===== src/rtl/fetch_consts.svh =====
`ifndef FETCH_CONSTS_SVH
`define FETCH_CONSTS_SVH

// cache geometry, index from addr[3:0] and tag from addr[15:4].
`define FETCH_INDEX_BITS 4
`define FETCH_TAG_BITS 12
`define FETCH_LINES 16

// output queue.
`define FETCH_QUEUE_DEPTH 4

// first word fetched after reset.
`define FETCH_RESET_PC 32'h0000_0000

`endif

===== src/rtl/fetch_pkg.sv =====
`default_nettype none

`include "fetch_consts.svh"

package fetch_pkg;

    // word address and instruction word.
    typedef logic [31:0] addr_t;
    typedef logic [31:0] inst_t;

    // one cache line, 1 + 12 + 32 bits.
    typedef struct packed {
        logic                       valid;
        logic [`FETCH_TAG_BITS-1:0] tag;
        inst_t                      data;
    } cache_line_t;

    typedef enum logic {
        LOOKUP = 1'b0,
        REFILL = 1'b1 // waiting on memory.
    } cache_state_e;

endpackage

`default_nettype wire


===== src/rtl/fetch_resp_if.sv =====
`timescale 1ns/100ps
`default_nettype none

interface fetch_resp_if;

    logic             valid;
    logic             ready;
    fetch_pkg::addr_t pc;
    fetch_pkg::inst_t data;

    // cache side.
    modport source (
        output valid,
        output pc,
        output data,
        input  ready
    );

    // queue side.
    modport sink (
        input  valid,
        input  pc,
        input  data,
        output ready
    );

endinterface

`default_nettype wire


===== src/rtl/fetch_top.sv =====
`timescale 1ns/100ps
`default_nettype none

module fetch_top (
    input  wire                   clk,
    input  wire                   rst,
    input  wire                   redirect_valid,
    input  wire fetch_pkg::addr_t redirect_pc,
    output logic                  mem_req_valid,
    output fetch_pkg::addr_t      mem_req_addr,
    input  wire                   mem_req_ready,
    input  wire fetch_pkg::inst_t mem_rd_data,
    output logic                  inst_valid,
    input  wire                   inst_ready,
    output fetch_pkg::addr_t      inst_pc,
    output fetch_pkg::inst_t      inst_data
);

    logic             req_valid;
    logic             req_ready;
    fetch_pkg::addr_t req_addr;

    fetch_resp_if resp_if ();

    pc_gen u_pc_gen (
        .clk            (clk),
        .rst            (rst),
        .redirect_valid (redirect_valid),
        .redirect_pc    (redirect_pc),
        .req_ready      (req_ready),
        .req_valid      (req_valid),
        .req_addr       (req_addr)
    );

    i_cache u_i_cache (
        .clk            (clk),
        .rst            (rst),
        .redirect_valid (redirect_valid),
        .req_valid      (req_valid),
        .req_addr       (req_addr),
        .req_ready      (req_ready),
        .resp           (resp_if.source),
        .mem_req_valid  (mem_req_valid),
        .mem_req_addr   (mem_req_addr),
        .mem_req_ready  (mem_req_ready),
        .mem_rd_data    (mem_rd_data)
    );

    fetch_queue u_fetch_queue (
        .clk            (clk),
        .rst            (rst),
        .redirect_valid (redirect_valid),
        .resp           (resp_if.sink),
        .inst_valid     (inst_valid),
        .inst_pc        (inst_pc),
        .inst_data      (inst_data),
        .inst_ready     (inst_ready)
    );

endmodule

`default_nettype wire


===== src/rtl/fetch_queue.sv =====
`timescale 1ns/100ps
`default_nettype none

`include "fetch_consts.svh"

module fetch_queue (
    input  wire               clk,
    input  wire               rst,
    input  wire               redirect_valid,
    fetch_resp_if.sink        resp,
    output logic              inst_valid,
    output fetch_pkg::addr_t  inst_pc,
    output fetch_pkg::inst_t  inst_data,
    input  wire               inst_ready
);

    localparam int DEPTH = `FETCH_QUEUE_DEPTH;
    localparam int PTR_W = $clog2(DEPTH);
    localparam int CNT_W = $clog2(DEPTH + 1);

    fetch_pkg::addr_t pc_mem   [DEPTH];
    fetch_pkg::inst_t data_mem [DEPTH];

    logic [PTR_W-1:0] wr_ptr;
    logic [PTR_W-1:0] rd_ptr;
    logic [CNT_W-1:0] count;
    logic             push;
    logic             pop;

    assign resp.ready = (count != CNT_W'(DEPTH)); // low when full.
    assign inst_valid = (count != '0);

    assign push = resp.valid && resp.ready;
    assign pop  = inst_valid && inst_ready;

    always_ff @(posedge clk)
    begin
        if (rst || redirect_valid)
        begin
            wr_ptr <= '0;
            rd_ptr <= '0;
            count  <= '0;
        end
        else
        begin
            if (push)
            begin
                wr_ptr <= (wr_ptr == PTR_W'(DEPTH - 1)) ? '0 : wr_ptr + 1'b1;
            end
            if (pop)
            begin
                rd_ptr <= (rd_ptr == PTR_W'(DEPTH - 1)) ? '0 : rd_ptr + 1'b1;
            end
            if (push && !pop)
            begin
                count <= count + 1'b1;
            end
            else if (pop && !push)
            begin
                count <= count - 1'b1;
            end
        end
    end

    // storage.
    always_ff @(posedge clk)
    begin
        if (push)
        begin
            pc_mem[wr_ptr]   <= resp.pc;
            data_mem[wr_ptr] <= resp.data;
        end
    end

    assign inst_pc   = pc_mem[rd_ptr];
    assign inst_data = data_mem[rd_ptr];

endmodule

`default_nettype wire


===== src/rtl/i_cache.sv =====
`timescale 1ns/100ps
`default_nettype none

`include "fetch_consts.svh"

module i_cache (
    input  wire                   clk,
    input  wire                   rst,
    input  wire                   redirect_valid,
    input  wire                   req_valid,
    input  wire fetch_pkg::addr_t req_addr,
    output logic                  req_ready,
    fetch_resp_if.source          resp,
    output logic                  mem_req_valid,
    output fetch_pkg::addr_t      mem_req_addr,
    input  wire                   mem_req_ready,
    input  wire fetch_pkg::inst_t mem_rd_data
);

    fetch_pkg::cache_line_t  lines [`FETCH_LINES];
    fetch_pkg::cache_state_e state;

    logic [`FETCH_INDEX_BITS-1:0] req_index;
    logic [`FETCH_TAG_BITS-1:0]   req_tag;
    logic [`FETCH_INDEX_BITS-1:0] fill_index;
    logic [`FETCH_TAG_BITS-1:0]   fill_tag;
    fetch_pkg::cache_line_t       lookup_line;

    logic hit;
    logic out_free;
    logic accept;
    logic miss;
    logic fill;

    // output register.
    logic             resp_valid_q;
    fetch_pkg::addr_t resp_pc_q;
    fetch_pkg::inst_t resp_data_q;

    assign req_index   = req_addr[`FETCH_INDEX_BITS-1:0];
    assign req_tag     = req_addr[`FETCH_INDEX_BITS +: `FETCH_TAG_BITS];
    assign lookup_line = lines[req_index];
    assign hit         = lookup_line.valid && (lookup_line.tag == req_tag);

    // free when empty or being drained this cycle.
    assign out_free = !resp_valid_q || resp.ready;

    assign req_ready = (state == fetch_pkg::LOOKUP) && hit && out_free && !redirect_valid;
    assign accept    = req_valid && req_ready;

    // a miss only starts a refill when no redirect is replacing the pc.
    assign miss = req_valid && (state == fetch_pkg::LOOKUP) && !hit && !redirect_valid;

    assign mem_req_valid = (state == fetch_pkg::REFILL);
    assign fill          = mem_req_valid && mem_req_ready;
    assign fill_index    = mem_req_addr[`FETCH_INDEX_BITS-1:0];
    assign fill_tag      = mem_req_addr[`FETCH_INDEX_BITS +: `FETCH_TAG_BITS];

    always_ff @(posedge clk)
    begin
        if (rst)
        begin
            state <= fetch_pkg::LOOKUP;
        end
        else
        begin
            case (state)
                fetch_pkg::LOOKUP:
                begin
                    if (miss)
                    begin
                        state <= fetch_pkg::REFILL;
                    end
                end
                fetch_pkg::REFILL:
                begin
                    // an open transaction always completes, even after a redirect.
                    if (mem_req_ready)
                    begin
                        state <= fetch_pkg::LOOKUP;
                    end
                end
            endcase
        end
    end

    // miss address, held for the whole refill.
    always_ff @(posedge clk)
    begin
        if (miss)
        begin
            mem_req_addr <= req_addr;
        end
    end

    // line array, only the valid bits are cleared.
    always_ff @(posedge clk)
    begin
        if (rst)
        begin
            for (int i = 0; i < `FETCH_LINES; i++)
            begin
                lines[i].valid <= 1'b0;
            end
        end
        else if (fill)
        begin
            lines[fill_index] <= '{valid: 1'b1, tag: fill_tag, data: mem_rd_data};
        end
    end

    always_ff @(posedge clk)
    begin
        if (rst)
        begin
            resp_valid_q <= 1'b0;
        end
        else if (redirect_valid)
        begin
            resp_valid_q <= 1'b0; // drop stale response.
        end
        else if (accept)
        begin
            resp_valid_q <= 1'b1;
        end
        else if (resp.ready)
        begin
            resp_valid_q <= 1'b0;
        end
    end

    always_ff @(posedge clk)
    begin
        if (accept)
        begin
            resp_pc_q   <= req_addr;
            resp_data_q <= lookup_line.data;
        end
    end

    assign resp.valid = resp_valid_q;
    assign resp.pc    = resp_pc_q;
    assign resp.data  = resp_data_q;

endmodule

`default_nettype wire


===== src/rtl/pc_gen.sv =====
`timescale 1ns/100ps
`default_nettype none

`include "fetch_consts.svh"

module pc_gen (
    input  wire                   clk,
    input  wire                   rst,
    input  wire                   redirect_valid,
    input  wire fetch_pkg::addr_t redirect_pc,
    input  wire                   req_ready,
    output logic                  req_valid,
    output fetch_pkg::addr_t      req_addr
);

    fetch_pkg::addr_t fetch_ptr;
    logic             running;
    logic             advance;

    assign advance = req_valid && req_ready;

    // comes up one cycle after reset and stays up.
    always_ff @(posedge clk)
    begin
        if (rst)
        begin
            running <= 1'b0;
        end
        else
        begin
            running <= 1'b1;
        end
    end

    // redirect wins over a transfer in the same cycle.
    always_ff @(posedge clk)
    begin
        if (rst)
        begin
            fetch_ptr <= fetch_pkg::addr_t'(`FETCH_RESET_PC);
        end
        else if (redirect_valid)
        begin
            fetch_ptr <= redirect_pc;
        end
        else if (advance)
        begin
            fetch_ptr <= fetch_ptr + fetch_pkg::addr_t'(1); // next word.
        end
    end

    assign req_valid = running;
    assign req_addr  = fetch_ptr; // held until accepted.

endmodule

`default_nettype wire


===== config.mk =====
export PLATFORM = sky130hd
export DESIGN_NAME = fetch_top
export DESIGN_NICKNAME = d
export VERILOG_FILES = /design/src/rtl/fetch_pkg.sv /design/src/rtl/fetch_resp_if.sv /design/src/rtl/fetch_top.sv /design/src/rtl/fetch_queue.sv /design/src/rtl/i_cache.sv /design/src/rtl/pc_gen.sv
export VERILOG_INCLUDE_DIRS = /design/src /design/src/rtl
export SDC_FILE = /design/constraint.sdc
export NUM_CORES = 1
export LEC_CHECK = 0
export BUFFER_PORTS_ARGS = -buffer_cell sky130_fd_sc_hd__buf_2
export CAP_MARGIN = 20
export CORE_MARGIN = 5
export CORE_UTILIZATION = 45
export CTS_CLUSTER_SIZE = 20
export DETAILED_ROUTE_END_ITERATION = 8
export PLACE_DENSITY_LB_ADDON = 0.25
export SLEW_MARGIN = 20
export SYNTH_ARGS = -nofsm -noshare
export SYNTH_HDL_FRONTEND = slang
export SYNTH_HIERARCHICAL = 1
export SYNTH_SLANG_ARGS = --single-unit

===== constraint.sdc =====
create_clock -name clk -period 8 [get_ports clk]
set_input_delay 1.6 -clock clk [delete_from_list [all_inputs] [get_ports clk]]
set_output_delay 1.6 -clock clk [all_outputs]
set_load 0.01 [all_outputs]

==> Yosys cells after proc, flatten, opt, wreduce, memory -nomap -nowiden <==
Memories as Yosys holds them, arrays and structs flattened. A register that Yosys moved wholly into a read port is not among the register bits.
Cells that the tools add are included.
{ "word_totals": {"output_inout_bits": 98, "ram_bits": 976, "inputBits": 69, "regBits": 138, "latch_bits": 0, "word_cells": 77, "romBits": 0, "memories": 3} }
{ "op_classes": {"order_cmp": 0, "n_bitwise": 1, "shifts": 0, "n_mul": 0, "div": 0, "reduce_logical": 26, "eq_ne": 4, "mux": 28, "addsub": 5} }
{ "mem_list": {"columns": ["name", "words", "word_bits", "read_ports", "rd_ports_with_merged_regs", "wr", "line", "text"], "rows": [
  ["u_i_cache.lines", 16, 45, 1, 1, 16, "i_cache.sv:20", "fetch_pkg::cache_line_t lines [`FETCH_LINES];"],
  ["u_fetch_queue.data_mem", 4, 32, 1, 1, 1, "fetch_queue.sv:22", "fetch_pkg::inst_t data_mem [DEPTH];"],
  ["u_fetch_queue.pc_mem", 4, 32, 1, 1, 1, "fetch_queue.sv:21", "fetch_pkg::addr_t pc_mem [DEPTH];"]
]} }
{ "ops": {"columns": ["op", "count"], "rows": [
  ["32-bit 2-to-1 mux", 2],
  ["45-bit 2-to-1 mux", 1],
  ["45-bit OR reduction", 1],
  ["32-bit by 1-bit adder with 32-bit output, second input constant", 1],
  ["2-bit 2-to-1 mux", 7],
  ["1-bit logical AND", 13],
  ["12-bit == test", 1],
  ["1-bit 2-to-1 mux", 12],
  ["4-bit 2-to-1 mux", 3],
  ["3-bit 2-to-1 mux", 2],
  ["2-bit nonzero test", 3],
  ["1-bit zero test", 5],
  ["2-bit by 1-bit adder with 2-bit output, second input constant", 2],
  ["2-bit == test, second input constant", 2],
  ["3-bit by 1-bit adder with 3-bit output, second input constant", 1],
  ["3-bit != test, second input constant", 1],
  ["3-bit nonzero test", 1],
  ["3-bit by 1-bit subtractor with 3-bit output, second input constant", 1],
  ["1-bit logical OR", 2],
  ["1-bit case mux with 2 select lines", 1],
  ["2-bit OR reduction", 1],
  ["1-bit inverter", 1]
]} }

==> Depth between registers and ports, before layout <==
{ "logic_depth": {"depth_word": 10, "depth_mapped": 16, "ltp_nobuf": 11} }

==> Modules after synthesis <==
The synthesis kept the hierarchy.
{ "modules_own_cells": {"columns": ["module", "instances", "cells_per_inst", "area_each_um2", "seq_area_each_um2"], "rows": [
  ["i_cache", 1, 1269, 30523.0, 24383.4],
  ["fetch_queue", 1, 384, 9703.1, 7867.5],
  ["pc_gen", 1, 258, 2018.2, 660.6]
]} }

==> Least setup slack after synthesis <==
OpenSTA, ideal clock, no wires.
{ "synth_path": {"kind": "register -> register", "from": "register u_pc_gen/req_addr[0] (netlist name)", "to": "register u_i_cache.resp_data_q[0], in the netlist u_i_cache/resp.data[0], enable pin", "t_required_ns": 7.435, "synth_period_minus_slack_ns": 7.303, "n_path_buf": 5, "setup_ns": 0.565, "arrival_time_ns": 6.739, "stages_incl_launch_ff": 12, "slack_ns": 0.697, "cell_sequence": "dfxtp_1 buf_6 buf_12 buf_4 buf_2 buf_4 mux2i_1 mux2i_1 xor2_1 nor4_1 nand4_1 nor3_1"} }
{ "synth_lines": {"columns": ["element", "line", "text"], "rows": [
  ["end signal: assignment", "i_cache.sv:137", "resp_data_q <= lookup_line.data;"],
  ["end: declaration", "i_cache.sv:38", "fetch_pkg::inst_t resp_data_q;"]
]} }

==> Worst setup path after layout <==
{ "layout_path": {"from": "register u_pc_gen.fetch_ptr[2], in the netlist u_pc_gen/req_addr[2]", "to": "register u_pc_gen.fetch_ptr[17], in the netlist u_pc_gen/req_addr[17]"} }
{ "layout_between": {"elab_chain_len": 3} }
{ "layout_lines": {"columns": ["element", "line", "text"], "rows": [
  ["start: declaration", "pc_gen.sv:16", "fetch_pkg::addr_t fetch_ptr;"],
  ["start signal: assignment", "pc_gen.sv:40", "fetch_ptr <= fetch_pkg::addr_t'(`FETCH_RESET_PC);"],
  ["start signal: assignment", "pc_gen.sv:44", "fetch_ptr <= redirect_pc;"],
  ["start signal: assignment", "pc_gen.sv:48", "fetch_ptr <= fetch_ptr + fetch_pkg::addr_t'(1);"],
  ["32-bit by 1-bit adder with 32-bit output", "pc_gen.sv:48", null],
  ["32-bit 2-to-1 mux", "pc_gen.sv:46", "else if (advance)"],
  ["32-bit 2-to-1 mux", "pc_gen.sv:42", "else if (redirect_valid)"]
]} }
No other way between the ends. The select of a mux whose other input is x is not followed.
A chain may end at the register's enable or synchronous reset.

==> flow_summary.toml <==
[worst_setup_path]
crit_path_start_kind = "register"
critPathArrivalTime_ns = 6.30
required_ns = 8.57
critPathCaptureType = "register"
path_class = "register to register"
path_max_fanout = 44

[clocking]
root_buffer = "clkbuf_16"
cts_setup_buffers = 0
cts_tree = "done"
htree_levels = 3
cts_hold_buf = 0
cts_made_buffers = 106
clock_latency_ns = 0.67
path_clk_slew_ns = 0.07
cts_buffer_depth = 3
ctsResizeCount = 0
cts_sinks = 1116

[yosys]
synthTopCellsByArea = "edfxtp_1 75%, mux4_2 14%, dfxtp_1 2.8%"
yosys-mux-area-fraction = 0.1518
syn_inst = 1911
ys_warn_count = 6
syn_avg_cell_area_um2 = 22.11
synth_compound_area_frac = 0.02005
async_reset_ff_frac = 0
synth-edff-count = 1056
yosys.area_share.adder = 0.002547
synth_most_common_cell = "edfxtp_1"
synth_simple_gate_area_share = 0.02832
syn-num-nets = 1988
synth_commonest_cells = "1056 x edfxtp_1, 262 x mux4_2, 60 x dfxtp_1"
synth_top_cell_area_share = 0.7506
yosysTopAreaCell = "edfxtp_1"
synth_top_family_by_area = "multiplexers"
yosysSeqAreaShare = 0.7791
ys_ff_latch = 1116
synth_xor_area_frac = 0.004976
syn-cell-area_um2 = 42240
synth_flop_cell = "edfxtp_1"
yosysUniqueCellTypes = 72

[power_and_ir_drop]
combPwrFrac = 0.034
power.leakage_uw = 0.01498
power.switching_uw = 2396
p_clk_frac = 0.425
ir_drop_mv = 0.1704
p_total_uw = 11910
p_per_area_nw_per_um2 = 247.0
switching_share = 0.2011
p_seq_frac = 0.541
p_int_uw = 9518

[global_routing]
grt_pass1_wl_um = 138700
grt_max_degree = 61
overflow = 0
antenna_found_initial = 13
grt_usage = 0.1879
grt_pass1_vias = 20720

[floorplanning]
fp-row-count = 112
core_um2 = 93190
die_h_um = 316.4
die_area_um2 = 100100
start_util = 0.4533
ios = 167
die_w_um = 316.4

[sta]
grt_setup_unrepaired = "no"
tightest_slew_ns = 1.026
min_period_over_period = 0.7155
fin_crit_ns = 5.724
tns_ns = 0
slew_headroom = 0.3143
hold_violations = 0
slew_violations = 0
finalSetupViolCount = 0
worst_clock_skew_ns = 0.02720
holdWs_ns = 0.4670
fmax_ghz = 0.1747

[placed_design]
dp_hpwl_um = 53910
io_buffer_count = 166
place_inst = 3285
gp_congestion = 0.7979

[detailed_routing]
wl_per_cell_um = 26.89
vias = 19970
drc = 0
dr.pass1.iters = 6
drtIter0Drc = 1965
routed_wl_um = 93680
ant_nets = 0
viasPerCell = 5.731

[run]
drv_cap = 0

[outcome]
status = "finished clean"

[final_layout]
area_growth_pct = 14.20
final_layout_size_suffix_gt1_frac = 0.3046
finish.utilization = 0.5177
fillers = 7127
layout.cells.non_filler = 3484
nets = 2216

[worst_hold_path]
hp-class = "register to register"
final timing paths:
path	slack, ns	cells after the start	to	startpoint
worst min register to register	0.47	2	u_i_cache/lines[0][44]	u_i_cache/lines[0][44]
worst max-delay path	2.28	12	u_pc_gen/req_addr[17]	u_pc_gen/req_addr[2]
worst min-delay path	0.47	2	u_i_cache/lines[0][44]	u_i_cache/lines[0][44]
worst max register to register	2.28	12	u_pc_gen/req_addr[17]	u_pc_gen/req_addr[2]
metrics by stage:
stage          instance area, um^2  worst slack (ns)
6_report                     48240             2.276
2_1_floorplan                42240            0.6965
3_5_place_dp                 44700             2.274
5_1_grt                      48230             1.966
4_1_cts                      48230             2.273
3_3_place_gp                 44680             2.380
power by group through the flow:
| stage | registers [uW] | clock network, uW | logic (uW) |
|---|---|---|---|
| floorplan | 6540 | 0 | 262 |
| global placement | 6570 | 0 | 407 |
| detailed placement | 6570 | 0 | 415 |
| CTS | 6450 | 5160 | 416 |
| global route | 6450 | 5420 | 443 |
| finish | 6450 | 5060 | 411 |
layout make-up:
type                    count  area (um^2)  area share
clock inverters            72        774.5     0.01605
diodes                      4        10.01   0.0002075
multi-input cells         675         8922      0.1850
flip-flops and latches   1116        32930      0.6826
well taps                1254         1569     0.03252
repair buffers            208         1159     0.02402
inverters                  32        120.1    0.002490
clock buffers             123         2759     0.05719
cell families (layout without fill, tap and decap cells):
| family | Yosys count | count (layout) |
|---|---|---|
| flip-flops | 1116 | 1116 |
| multiplexers | 308 | 308 |
| AND/OR/NAND/NOR | 222 | 222 |
| buffers and inverters | 120 | 435 |
| AO/OA/AOI/OAI | 113 | 113 |
| XOR/XNOR | 24 | 24 |
| adder cells (fa/ha/maj) | 8 | 8 |
| other | 0 | 4 |
sequential cells by signal, indices dropped and copies added (netlist names), named ones only:
name / count
u_i_cache/resp.valid: 1
u_i_cache/mem_req_addr: 32
u_fetch_queue/count: 3
u_fetch_queue/data_mem: 128
u_fetch_queue/wr_ptr: 2
u_i_cache/resp.pc: 32
u_pc_gen/req_valid: 1
u_i_cache/mem_req_valid: 1
u_i_cache/resp.data: 32
u_fetch_queue/pc_mem: 128
u_i_cache/lines: 720
u_pc_gen/req_addr: 32
u_fetch_queue/rd_ptr: 2
routing by layer:
| metal | routed length (um) | global-route usage | part of all wire | vias to the layer above |
|---|---|---|---|---|
| li1 | - | - | - | 8513 |
| met1 | 39290 | 0.2648 | 0.42 | 10640 |
| met2 | 46330 | 0.3095 | 0.49 | 667 |
| met3 | 6177 | 0.03392 | 0.066 | 145 |
| met4 | 1845 | 0.04740 | 0.020 | 6 |
| met5 | 34 | 0 | 0.00036 | - |
placed cells by master, fill, tap and decap left out, types with 7 or more instances in the layout:
cell,netlist,routed
ha_1,7,7
mux4_2,262,262
o21ai_0,8,8
a22oi_1,13,13
xnor2_1,13,13
a311oi_1,9,9
buf_2,25,166
nor2b_1,10,9
xor2_1,11,11
and2_1,7,7
nand3_1,22,22
nand2_1,39,39
clkinv_2,0,17
nor3_1,12,11
nor4_1,8,8
inv_1,30,30
nor2_1,54,38
clkinvlp_4,0,7
edfxtp_1,1056,1056
buf_4,10,41
nand4_1,19,19
nor2_4,0,16
clkinv_1,2,28
clkbuf_1,43,15
a211oi_1,11,11
bufinv_16,0,15
mux2i_1,40,40
clkbuf_16,0,108
o22ai_1,16,16
dfxtp_1,60,55
a21oi_1,8,8
worst max-delay path, stage by stage, from the launching register on:
cell	delay, ns
dfxtp_4	0.86
buf_4	0.77
mux2i_1	0.18
a22oi_1	0.30
a21oi_1	0.09
or3b_2	0.48
a221oi_2	0.23
nand4_1	0.25
nor4_2	0.66
nand4_2	0.32
or3_1	0.58
or4_1	0.56
a311oi_1	0.26
Power figures use the tool's default switching activity.
